`config.mk`:
```
export PLATFORM = sky130hd
export DESIGN_NAME = ex_top
export DESIGN_NICKNAME = d
export VERILOG_FILES = /design/src/common/ex_alu_pkg.sv /design/src/common/ex_mult_pkg.sv /design/src/common/mult_if.sv /design/src/ex_stage/ex_alu.sv /design/src/ex_stage/ex_mult.sv /design/src/ex_stage/ex_stage.sv /design/src/ex_top.sv
export SDC_FILE = /design/constraint.sdc
export NUM_CORES = 2
export LEC_CHECK = 0
export ABC_AREA = 1
export BUFFER_PORTS_ARGS = -buffer_cell sky130_fd_sc_hd__buf_2
export CORE_ASPECT_RATIO = 2
export CORE_MARGIN = 2
export CORE_UTILIZATION = 45
export CTS_BUF_LIST = sky130_fd_sc_hd__clkbuf_16
export DETAILED_ROUTE_END_ITERATION = 7
export GPL_ROUTABILITY_DRIVEN = 0
export PLACE_DENSITY = 0.68
export SYNTH_ARGS = -nofsm -noshare
export SYNTH_HDL_FRONTEND = slang
export SYNTH_SLANG_ARGS = --single-unit
```
`constraint.sdc`:
```
create_clock -name clk -period 46.1 [get_ports clk]
set_clock_uncertainty 0.05 [all_clocks]
set_input_delay 13.83 -clock clk [delete_from_list [all_inputs] [get_ports clk]]
set_output_delay 13.83 -clock clk [all_outputs]
set_load 0.1 [all_outputs]
```
`src/common/ex_alu_pkg.sv`:
```
// Execute stage ALU package with datapath widths and the ALU opcode set
package ex_alu_pkg;

  // Operand and result width
  localparam int unsigned DATA_W     = 32;
  // Register file index width
  localparam int unsigned REG_ADDR_W = 5;

  // ALU opcodes
  // Compare group EQ..GEU drives the branch decision only
  typedef enum logic [3:0] {
    ADD  = 4'h0,
    SUB  = 4'h1,
    AND  = 4'h2,
    OR   = 4'h3,
    XOR  = 4'h4,
    SLL  = 4'h5,
    SRL  = 4'h6,
    SRA  = 4'h7,
    SLT  = 4'h8,
    SLTU = 4'h9,
    EQ   = 4'ha,
    NE   = 4'hb,
    LT   = 4'hc,
    GE   = 4'hd,
    LTU  = 4'he,
    GEU  = 4'hf
  } alu_op_e;

endpackage

```
`src/common/ex_mult_pkg.sv`:
```
// Multiplier package with the multiply opcodes and the sequencing states
package ex_mult_pkg;

  // Multiply opcodes
  // MUL, MAC give the low word, MULH, MULHU the high word
  typedef enum logic [1:0] {
    MUL   = 2'd0,
    MAC   = 2'd1,
    MULH  = 2'd2,
    MULHU = 2'd3
  } mult_op_e;

  // High products spend one extra cycle in STEP
  typedef enum logic {
    IDLE = 1'b0,
    STEP = 1'b1
  } mult_state_e;

endpackage

```
`src/common/mult_if.sv`:
```
// Multiply request and response bus between the execute stage and the multiplier
`timescale 1ns/1ps

interface mult_if;

  import ex_alu_pkg::*;
  import ex_mult_pkg::*;

  // Request side, level held by decode while EX stalls
  logic              en;
  mult_op_e          op;
  logic [DATA_W-1:0] op_a;
  logic [DATA_W-1:0] op_b;
  // Accumulate addend for MAC
  logic [DATA_W-1:0] op_c;

  // Response side
  logic [DATA_W-1:0] result;
  // Low while the unit needs another cycle
  logic              ready;
  // High in the second cycle of a high product
  logic              multicycle;

  // Execute stage view
  modport stage (output en, op, op_a, op_b, op_c,
                 input  result, ready, multicycle);

  // Multiplier view
  modport unit  (input  en, op, op_a, op_b, op_c,
                 output result, ready, multicycle);

endinterface

```
`src/ex_stage/ex_alu.sv`:
```
// Single-cycle integer ALU with arithmetic, logic, shifts and branch compares
`timescale 1ns/1ps

module ex_alu
(
  input  ex_alu_pkg::alu_op_e             operator_i,
  input  logic [ex_alu_pkg::DATA_W-1:0]   operand_a_i,
  input  logic [ex_alu_pkg::DATA_W-1:0]   operand_b_i,
  output logic [ex_alu_pkg::DATA_W-1:0]   result_o,
  output logic                            comparison_result_o
);

  import ex_alu_pkg::*;

  // Shared adder, one guard bit on top for the compare sign
  logic              adder_sub;
  logic              cmp_signed;
  logic [DATA_W:0]   adder_a;
  logic [DATA_W:0]   adder_b;
  logic [DATA_W:0]   adder_res;

  // Compare flags
  logic              is_lt;
  logic              is_eq;

  // Shift amount, low five bits of b
  logic [4:0]        shamt;

  //////////////////////////////////////////////////////////////////////
  // Adder and compare
  //////////////////////////////////////////////////////////////////////

  // Everything except ADD runs the adder as a - b
  assign adder_sub  = (operator_i != ADD);
  // Signed compares extend with the sign bit, the rest with zero
  assign cmp_signed = (operator_i == SLT) || (operator_i == LT) || (operator_i == GE);

  assign adder_a = {cmp_signed & operand_a_i[DATA_W-1], operand_a_i};
  assign adder_b = {cmp_signed & operand_b_i[DATA_W-1], operand_b_i};

  // Two's complement subtract via inverted b and carry in
  assign adder_res = adder_a + (adder_b ^ {(DATA_W+1){adder_sub}})
                     + {{DATA_W{1'b0}}, adder_sub};

  // Guard bit is the sign of the exact difference
  assign is_lt = adder_res[DATA_W];
  // Zero low word after subtract means equal operands
  assign is_eq = (adder_res[DATA_W-1:0] == '0);

  assign shamt = operand_b_i[4:0];

  //////////////////////////////////////////////////////////////////////
  // Result select
  //////////////////////////////////////////////////////////////////////

  always_comb
  begin
    result_o            = '0;
    comparison_result_o = 1'b0;
    case (operator_i)
      ADD, SUB: result_o = adder_res[DATA_W-1:0];
      AND:      result_o = operand_a_i & operand_b_i;
      OR:       result_o = operand_a_i | operand_b_i;
      XOR:      result_o = operand_a_i ^ operand_b_i;
      SLL:      result_o = operand_a_i << shamt;
      SRL:      result_o = operand_a_i >> shamt;
      // Arithmetic shift keeps the sign
      SRA:      result_o = $signed(operand_a_i) >>> shamt;
      // Set-less-than yields 0 or 1
      SLT, SLTU: result_o = {{(DATA_W-1){1'b0}}, is_lt};
      // Branch compares, result stays zero
      EQ:       comparison_result_o = is_eq;
      NE:       comparison_result_o = ~is_eq;
      LT, LTU:  comparison_result_o = is_lt;
      GE, GEU:  comparison_result_o = ~is_lt;
      default:
      begin
        result_o            = '0;
        comparison_result_o = 1'b0;
      end
    endcase
  end

endmodule

```
`src/ex_stage/ex_mult.sv`:
```
// Multiply/accumulate unit with one-cycle low products and two-cycle high products
`timescale 1ns/1ps

module ex_mult
(
  input  logic   clk,
  input  logic   rst_n,
  mult_if.unit   mif,
  // Instruction leaves EX on this cycle
  input  logic   ex_ready_i
);

  import ex_alu_pkg::*;
  import ex_mult_pkg::*;

  mult_state_e         state_q;
  mult_state_e         state_d;

  // Low word path
  logic [DATA_W-1:0]   prod_lo;
  logic [DATA_W-1:0]   low_result;

  // High word path, 64-bit operands after extension
  logic                hi_op;
  logic                hi_signed;
  logic [2*DATA_W-1:0] hi_a;
  logic [2*DATA_W-1:0] hi_b;
  logic [2*DATA_W-1:0] prod_full;
  logic [DATA_W-1:0]   high_q;

  //////////////////////////////////////////////////////////////////////
  // Datapath
  //////////////////////////////////////////////////////////////////////

  // Low 32 bits are sign agnostic
  assign prod_lo    = mif.op_a * mif.op_b;
  assign low_result = (mif.op == MAC) ? prod_lo + mif.op_c : prod_lo;

  assign hi_op     = (mif.op == MULH) || (mif.op == MULHU);
  assign hi_signed = (mif.op == MULH);

  // Sign or zero extend to 64 bits, low 64 of the product are exact
  assign hi_a = {{DATA_W{hi_signed & mif.op_a[DATA_W-1]}}, mif.op_a};
  assign hi_b = {{DATA_W{hi_signed & mif.op_b[DATA_W-1]}}, mif.op_b};

  assign prod_full = hi_a * hi_b;

  // High word captured in IDLE, presented from STEP
  // Stays put while EX is stalled in STEP
  always_ff @(posedge clk)
  begin
    if (state_q == IDLE && mif.en)
    begin
      high_q <= prod_full[2*DATA_W-1:DATA_W];
    end
  end

  //////////////////////////////////////////////////////////////////////
  // Sequencing FSM
  //////////////////////////////////////////////////////////////////////

  always_comb
  begin
    state_d = state_q;
    case (state_q)
      IDLE:
      begin
        // High op takes a second cycle
        if (mif.en && hi_op)
        begin
          state_d = STEP;
        end
      end
      STEP:
      begin
        // Leave once the instruction moves on
        if (ex_ready_i)
        begin
          state_d = IDLE;
        end
      end
      default: state_d = IDLE;
    endcase
  end

  always_ff @(posedge clk or negedge rst_n)
  begin
    if (!rst_n)
    begin
      state_q <= IDLE;
    end
    else
    begin
      state_q <= state_d;
    end
  end

  // Response
  assign mif.ready      = (state_q == STEP) || !(mif.en && hi_op);
  assign mif.multicycle = (state_q == STEP);
  assign mif.result     = (state_q == STEP) ? high_q : low_result;

endmodule

```
`src/ex_stage/ex_stage.sv`:
```
// Execute stage with ALU, multiplier, result select, EX/WB register and stall logic
`timescale 1ns/1ps

module ex_stage
(
  input  logic                                clk,
  input  logic                                rst_n,

  // ALU request from decode
  input  ex_alu_pkg::alu_op_e                 alu_operator_i,
  input  logic [ex_alu_pkg::DATA_W-1:0]       alu_operand_a_i,
  input  logic [ex_alu_pkg::DATA_W-1:0]       alu_operand_b_i,
  input  logic [ex_alu_pkg::DATA_W-1:0]       alu_operand_c_i,

  // Multiplier request from decode
  input  logic                                mult_en_i,
  input  ex_mult_pkg::mult_op_e               mult_operator_i,
  input  logic [ex_alu_pkg::DATA_W-1:0]       mult_operand_a_i,
  input  logic [ex_alu_pkg::DATA_W-1:0]       mult_operand_b_i,
  input  logic [ex_alu_pkg::DATA_W-1:0]       mult_operand_c_i,

  input  logic                                branch_in_ex_i,
  input  logic [ex_alu_pkg::REG_ADDR_W-1:0]   regfile_alu_waddr_i,
  input  logic                                regfile_alu_we_i,
  // Passed on to WB
  input  logic                                regfile_we_i,
  input  logic [ex_alu_pkg::REG_ADDR_W-1:0]   regfile_waddr_i,

  input  logic                                csr_access_i,
  input  logic [ex_alu_pkg::DATA_W-1:0]       csr_rdata_i,

  input  logic                                lsu_ready_ex_i,
  input  logic                                wb_ready_i,

  // EX/WB register
  output logic [ex_alu_pkg::REG_ADDR_W-1:0]   regfile_waddr_wb_o,
  output logic                                regfile_we_wb_o,

  // Forwarding to decode
  output logic [ex_alu_pkg::REG_ADDR_W-1:0]   regfile_alu_waddr_fw_o,
  output logic                                regfile_alu_we_fw_o,
  output logic [ex_alu_pkg::DATA_W-1:0]       regfile_alu_wdata_fw_o,

  // Branch outcome to fetch
  output logic [ex_alu_pkg::DATA_W-1:0]       jump_target_o,
  output logic                                branch_decision_o,

  output logic                                mult_multicycle_o,
  output logic                                ex_ready_o,
  output logic                                ex_valid_o
);

  import ex_alu_pkg::*;

  logic [DATA_W-1:0] alu_result;
  logic              alu_cmp_result;

  mult_if mult_bus ();

  //////////////////////////////////////////////////////////////////////
  // Functional units
  //////////////////////////////////////////////////////////////////////

  ex_alu alu_i
  (
    .operator_i          ( alu_operator_i  ),
    .operand_a_i         ( alu_operand_a_i ),
    .operand_b_i         ( alu_operand_b_i ),
    .result_o            ( alu_result      ),
    .comparison_result_o ( alu_cmp_result  )
  );

  // Multiply request straight from decode
  assign mult_bus.en   = mult_en_i;
  assign mult_bus.op   = mult_operator_i;
  assign mult_bus.op_a = mult_operand_a_i;
  assign mult_bus.op_b = mult_operand_b_i;
  assign mult_bus.op_c = mult_operand_c_i;

  ex_mult mult_i
  (
    .clk        ( clk        ),
    .rst_n      ( rst_n      ),
    .mif        ( mult_bus   ),
    .ex_ready_i ( ex_ready_o )
  );

  assign mult_multicycle_o = mult_bus.multicycle;

  // Result select, multiplier over CSR over ALU
  assign regfile_alu_wdata_fw_o = mult_en_i    ? mult_bus.result :
                                  csr_access_i ? csr_rdata_i     : alu_result;
  assign regfile_alu_waddr_fw_o = regfile_alu_waddr_i;
  assign regfile_alu_we_fw_o    = regfile_alu_we_i;

  // Branch target precomputed by decode in operand c
  assign jump_target_o     = alu_operand_c_i;
  assign branch_decision_o = alu_cmp_result;

  //////////////////////////////////////////////////////////////////////
  // Stall control and EX/WB register
  //////////////////////////////////////////////////////////////////////

  // ALU never stalls, so only the multiplier and the neighbours count
  assign ex_valid_o = mult_bus.ready & lsu_ready_ex_i & wb_ready_i;
  // A branch resolves here and never needs WB
  assign ex_ready_o = ex_valid_o | branch_in_ex_i;

  always_ff @(posedge clk or negedge rst_n)
  begin
    if (!rst_n)
    begin
      regfile_we_wb_o    <= 1'b0;
      regfile_waddr_wb_o <= '0;
    end
    else if (ex_valid_o)
    begin
      regfile_we_wb_o <= regfile_we_i;
      // Address only moves with a real write
      if (regfile_we_i)
      begin
        regfile_waddr_wb_o <= regfile_waddr_i;
      end
    end
    else if (wb_ready_i)
    begin
      // Bubble into WB
      regfile_we_wb_o <= 1'b0;
    end
  end

endmodule

```
`src/ex_top.sv`:
```
// Execute subsystem top level exposing plain pipeline ports around the execute stage
`timescale 1ns/1ps

module ex_top
(
  input  logic                                clk,
  input  logic                                rst_n,

  input  ex_alu_pkg::alu_op_e                 alu_operator_i,
  input  logic [ex_alu_pkg::DATA_W-1:0]       alu_operand_a_i,
  input  logic [ex_alu_pkg::DATA_W-1:0]       alu_operand_b_i,
  input  logic [ex_alu_pkg::DATA_W-1:0]       alu_operand_c_i,

  input  logic                                mult_en_i,
  input  ex_mult_pkg::mult_op_e               mult_operator_i,
  input  logic [ex_alu_pkg::DATA_W-1:0]       mult_operand_a_i,
  input  logic [ex_alu_pkg::DATA_W-1:0]       mult_operand_b_i,
  input  logic [ex_alu_pkg::DATA_W-1:0]       mult_operand_c_i,

  input  logic                                branch_in_ex_i,
  input  logic [ex_alu_pkg::REG_ADDR_W-1:0]   regfile_alu_waddr_i,
  input  logic                                regfile_alu_we_i,
  input  logic                                regfile_we_i,
  input  logic [ex_alu_pkg::REG_ADDR_W-1:0]   regfile_waddr_i,

  input  logic                                csr_access_i,
  input  logic [ex_alu_pkg::DATA_W-1:0]       csr_rdata_i,

  input  logic                                lsu_ready_ex_i,
  input  logic                                wb_ready_i,

  output logic [ex_alu_pkg::REG_ADDR_W-1:0]   regfile_waddr_wb_o,
  output logic                                regfile_we_wb_o,
  output logic [ex_alu_pkg::REG_ADDR_W-1:0]   regfile_alu_waddr_fw_o,
  output logic                                regfile_alu_we_fw_o,
  output logic [ex_alu_pkg::DATA_W-1:0]       regfile_alu_wdata_fw_o,
  output logic [ex_alu_pkg::DATA_W-1:0]       jump_target_o,
  output logic                                branch_decision_o,
  output logic                                mult_multicycle_o,
  output logic                                ex_ready_o,
  output logic                                ex_valid_o
);

  // Decode, LSU, CSR file and WB attach here
  ex_stage ex_stage_i
  (
    .clk                    ( clk                    ),
    .rst_n                  ( rst_n                  ),
    .alu_operator_i         ( alu_operator_i         ),
    .alu_operand_a_i        ( alu_operand_a_i        ),
    .alu_operand_b_i        ( alu_operand_b_i        ),
    .alu_operand_c_i        ( alu_operand_c_i        ),
    .mult_en_i              ( mult_en_i              ),
    .mult_operator_i        ( mult_operator_i        ),
    .mult_operand_a_i       ( mult_operand_a_i       ),
    .mult_operand_b_i       ( mult_operand_b_i       ),
    .mult_operand_c_i       ( mult_operand_c_i       ),
    .branch_in_ex_i         ( branch_in_ex_i         ),
    .regfile_alu_waddr_i    ( regfile_alu_waddr_i    ),
    .regfile_alu_we_i       ( regfile_alu_we_i       ),
    .regfile_we_i           ( regfile_we_i           ),
    .regfile_waddr_i        ( regfile_waddr_i        ),
    .csr_access_i           ( csr_access_i           ),
    .csr_rdata_i            ( csr_rdata_i            ),
    .lsu_ready_ex_i         ( lsu_ready_ex_i         ),
    .wb_ready_i             ( wb_ready_i             ),
    .regfile_waddr_wb_o     ( regfile_waddr_wb_o     ),
    .regfile_we_wb_o        ( regfile_we_wb_o        ),
    .regfile_alu_waddr_fw_o ( regfile_alu_waddr_fw_o ),
    .regfile_alu_we_fw_o    ( regfile_alu_we_fw_o    ),
    .regfile_alu_wdata_fw_o ( regfile_alu_wdata_fw_o ),
    .jump_target_o          ( jump_target_o          ),
    .branch_decision_o      ( branch_decision_o      ),
    .mult_multicycle_o      ( mult_multicycle_o      ),
    .ex_ready_o             ( ex_ready_o             ),
    .ex_valid_o             ( ex_valid_o             )
  );

endmodule

```
==> results.json <==
{
  "synth_top_area_share": 0.4795,
  "place_inst": 10022,
  "synth_area_leaders": "fa_1 48%, inv_1 13%, nand2_1 11%, ha_1 9.0%, o21ai_0 2.1%",
  "critPathArrivalTime_ns": 23.47,
  "max_freq_ghz": 0.02677,
  "path_class": "in2out",
  "synthArstFlopShare": 0.1795,
  "drc": 66,
  "grt_max_degree": 64,
  "cts_tree": "done",
  "ys_types": 65,
  "cts_buffers": 5,
  "row_count": 195,
  "critical-path-top-delay-family": "adder cells",
  "finalSetupTns_ns": 0,
  "dieWidth_um": 270.8,
  "crit_path_max_fanout": 34,
  "violations": "design-rule violations, max-capacitance violations, max-slew violations",
  "synth-seq-area-share": 0.01774,
  "clk_latency_ns": 0.29,
  "worst_pin_slew_ns": 1.653,
  "use_met2": 0.6200,
  "synth-main-ff-cell": "edfxtp_1",
  "numPortBuffers": 252,
  "slowest_stage": "buf_4",
  "synth_seq_cells": 39,
  "cts.clk_slew.worst_paths_ns": 0.06,
  "h-tree-depth": 2,
  "hp-class": "reg2reg",
  "critPathBufInv": 7,
  "coreArea_um2": 141300,
  "cts-resized-gates": 0,
  "drv_slew": 4,
  "relSlewSlack": -0.1055,
  "grt_pass1_wl_mm": 398.5,
  "nFillCells": 13800,
  "stdcell_count": 10059,
  "outcome": "finished, violations left",
  "drt_iter0_markers": 6651,
  "vias": 58703,
  "grt_pass1_vias": 63429,
  "cts_setup_buffers": 0,
  "areaGrowthSynthToFinish_pct": 4.404,
  "hpwl_mm": 208.0,
  "via_per_inst": 5.836,
  "die_area_um2": 145500,
  "synth_most_common_cell": "inv_1",
  "hold_viol": 0,
  "grt_setup_unrepaired": "no",
  "grt_use_met3": 0.1364,
  "setup_viol": 0,
  "synth_nets": 10427,
  "holdWs_ns": 0.4544,
  "antenna_found_initial": 39,
  "syn_avg_cell_area_um2": 7.824,
  "endpoint_kind": "primary output",
  "ant_nets": 0,
  "wire_per_inst_um": 26.75,
  "period_share": 0.8102,
  "cts_buffer_depth": 2,
  "cp_data_required_time_ns": 32.22,
  "cts_sinks": 39,
  "synthTopCellsByCount": "2186 x inv_1, 1933 x nand2_1, 1534 x fa_1, 459 x ha_1, 346 x nor2_1",
  "yosysTopAreaCell": "fa_1",
  "synth_edf_count": 32,
  "syn_area_um2": 64040,
  "max_stage_delay_ns": 0.56,
  "drive_gt1_frac": 0.05245,
  "yosysWarnings": 0,
  "netlist_instances": 8185,
  "grt_overflow_total": 0,
  "firstDrtPassIters": 8,
  "ios": 329,
  "start_util": 0.4533,
  "cts_root_buf": "clkbuf_16",
  "grt_usage": 0.3788,
  "holdBufCountCts": 0,
  "cap_violations": 2,
  "use_met1": 0.3454,
  "busiest_layer": "met2",
  "period_needed_ns": 37.35,
  "wl_mm": 269.1,
  "setup.worst_path.start_class": "input port",
  "nNetsFinal": 10401,
  "die_h_um": 537.5
}
per-stage QoR:
step	instance area [µm²]	util	setup WS, ns
after global routing	66810	0.4730	8.142
after global placement	66640	0.4717	9.152
after CTS	66790	0.4728	9.031
final	66860	0.4733	8.748
after detailed placement	66640	0.4717	9.071
after floorplan	64040	-	9.581
cell families after synthesis:
| family | synth area share |
|---|---|
| xor gates and xnor gates | 0.02065 |
| muxes | 0.003556 |
| adders and majority gates | 0.5692 |
| AOI/OAI and AO/OA | 0.07162 |
| buffers and inverters | 0.1544 |
| and+or+nand+nor | 0.1628 |
| DFF | 0.01774 |
layout make-up:
cell class | count | area, µm² | area share
clock buffers | 5 | 125.1 | 0.001871
inverters | 2203 | 8272 | 0.1237
flip-flops and latches | 39 | 1136 | 0.01699
multi-input cells | 5578 | 53030 | 0.7932
diodes | 28 | 70.07 | 0.001048
clock inverters | 3 | 23.77 | 0.0003555
repair buffers | 332 | 1862 | 0.02784
well taps | 1871 | 2341 | 0.03501
per-layer routing:
| metal | share of wire | vias to the layer above |
|---|---|---|
| li1 | - | 23897 |
| met1 | 0.27 | 28510 |
| met2 | 0.47 | 4263 |
| met3 | 0.11 | 2007 |
| met4 | 0.15 | 26 |
| met5 | 0.00087 | - |
registers in the layout (all words and copies together) (netlist names):
register                          cells
ex_stage_i.mult_i.high_q             32
ex_stage_i.regfile_waddr_wb_o         5
ex_stage_i.mult_i.mif.multicycle      1
ex_stage_i.regfile_we_wb_o            1
layout by cell type (no fill, tap or decap), drive strengths merged, types with 6 or more instances in the layout:
master      n
inv      2202
nand4      31
o22ai      14
or2        44
nand3     177
nor4       14
xnor2      36
dfrtp       7
diode      28
mux2i      16
a21oi     268
edfxtp     32
o211ai     39
xor2      115
a21boi     11
a31oi      34
ha        459
a211oi     12
o2111ai     7
nand3b     16
a21o       20
nand2    1935
a22oi       6
fa       1534
o21bai     21
o21ai     311
nor2      355
buf       332
mux2        6
a221oi     16
nor3       32
o21a       18
path summary, 6_finish.rpt:
kind | start | end | slack [ns] | cells after the start
worst min-delay path | ex_stage_i.regfile_waddr_wb_o[0] | ex_stage_i.regfile_waddr_wb_o[0] | 0.45 | 1
min in group asynchronous | rst_n | ex_stage_i.mult_i.mif.multicycle | 13.33 | 1
worst min register to register | ex_stage_i.regfile_waddr_wb_o[0] | ex_stage_i.regfile_waddr_wb_o[0] | 0.45 | 1
worst max register to register | ex_stage_i.mult_i.mif.multicycle | ex_stage_i.regfile_waddr_wb_o[1] | 43.72 | 7
max in group asynchronous | rst_n | ex_stage_i.regfile_waddr_wb_o[1] | 32.47 | 1
worst max-delay path | mult_operand_a_i[6] | regfile_alu_wdata_fw_o[27] | 8.75 | 35
Power is left out: the tool's default activity adds up to more than one toggle a clock period on the data nets, which glitch-free logic cannot reach.
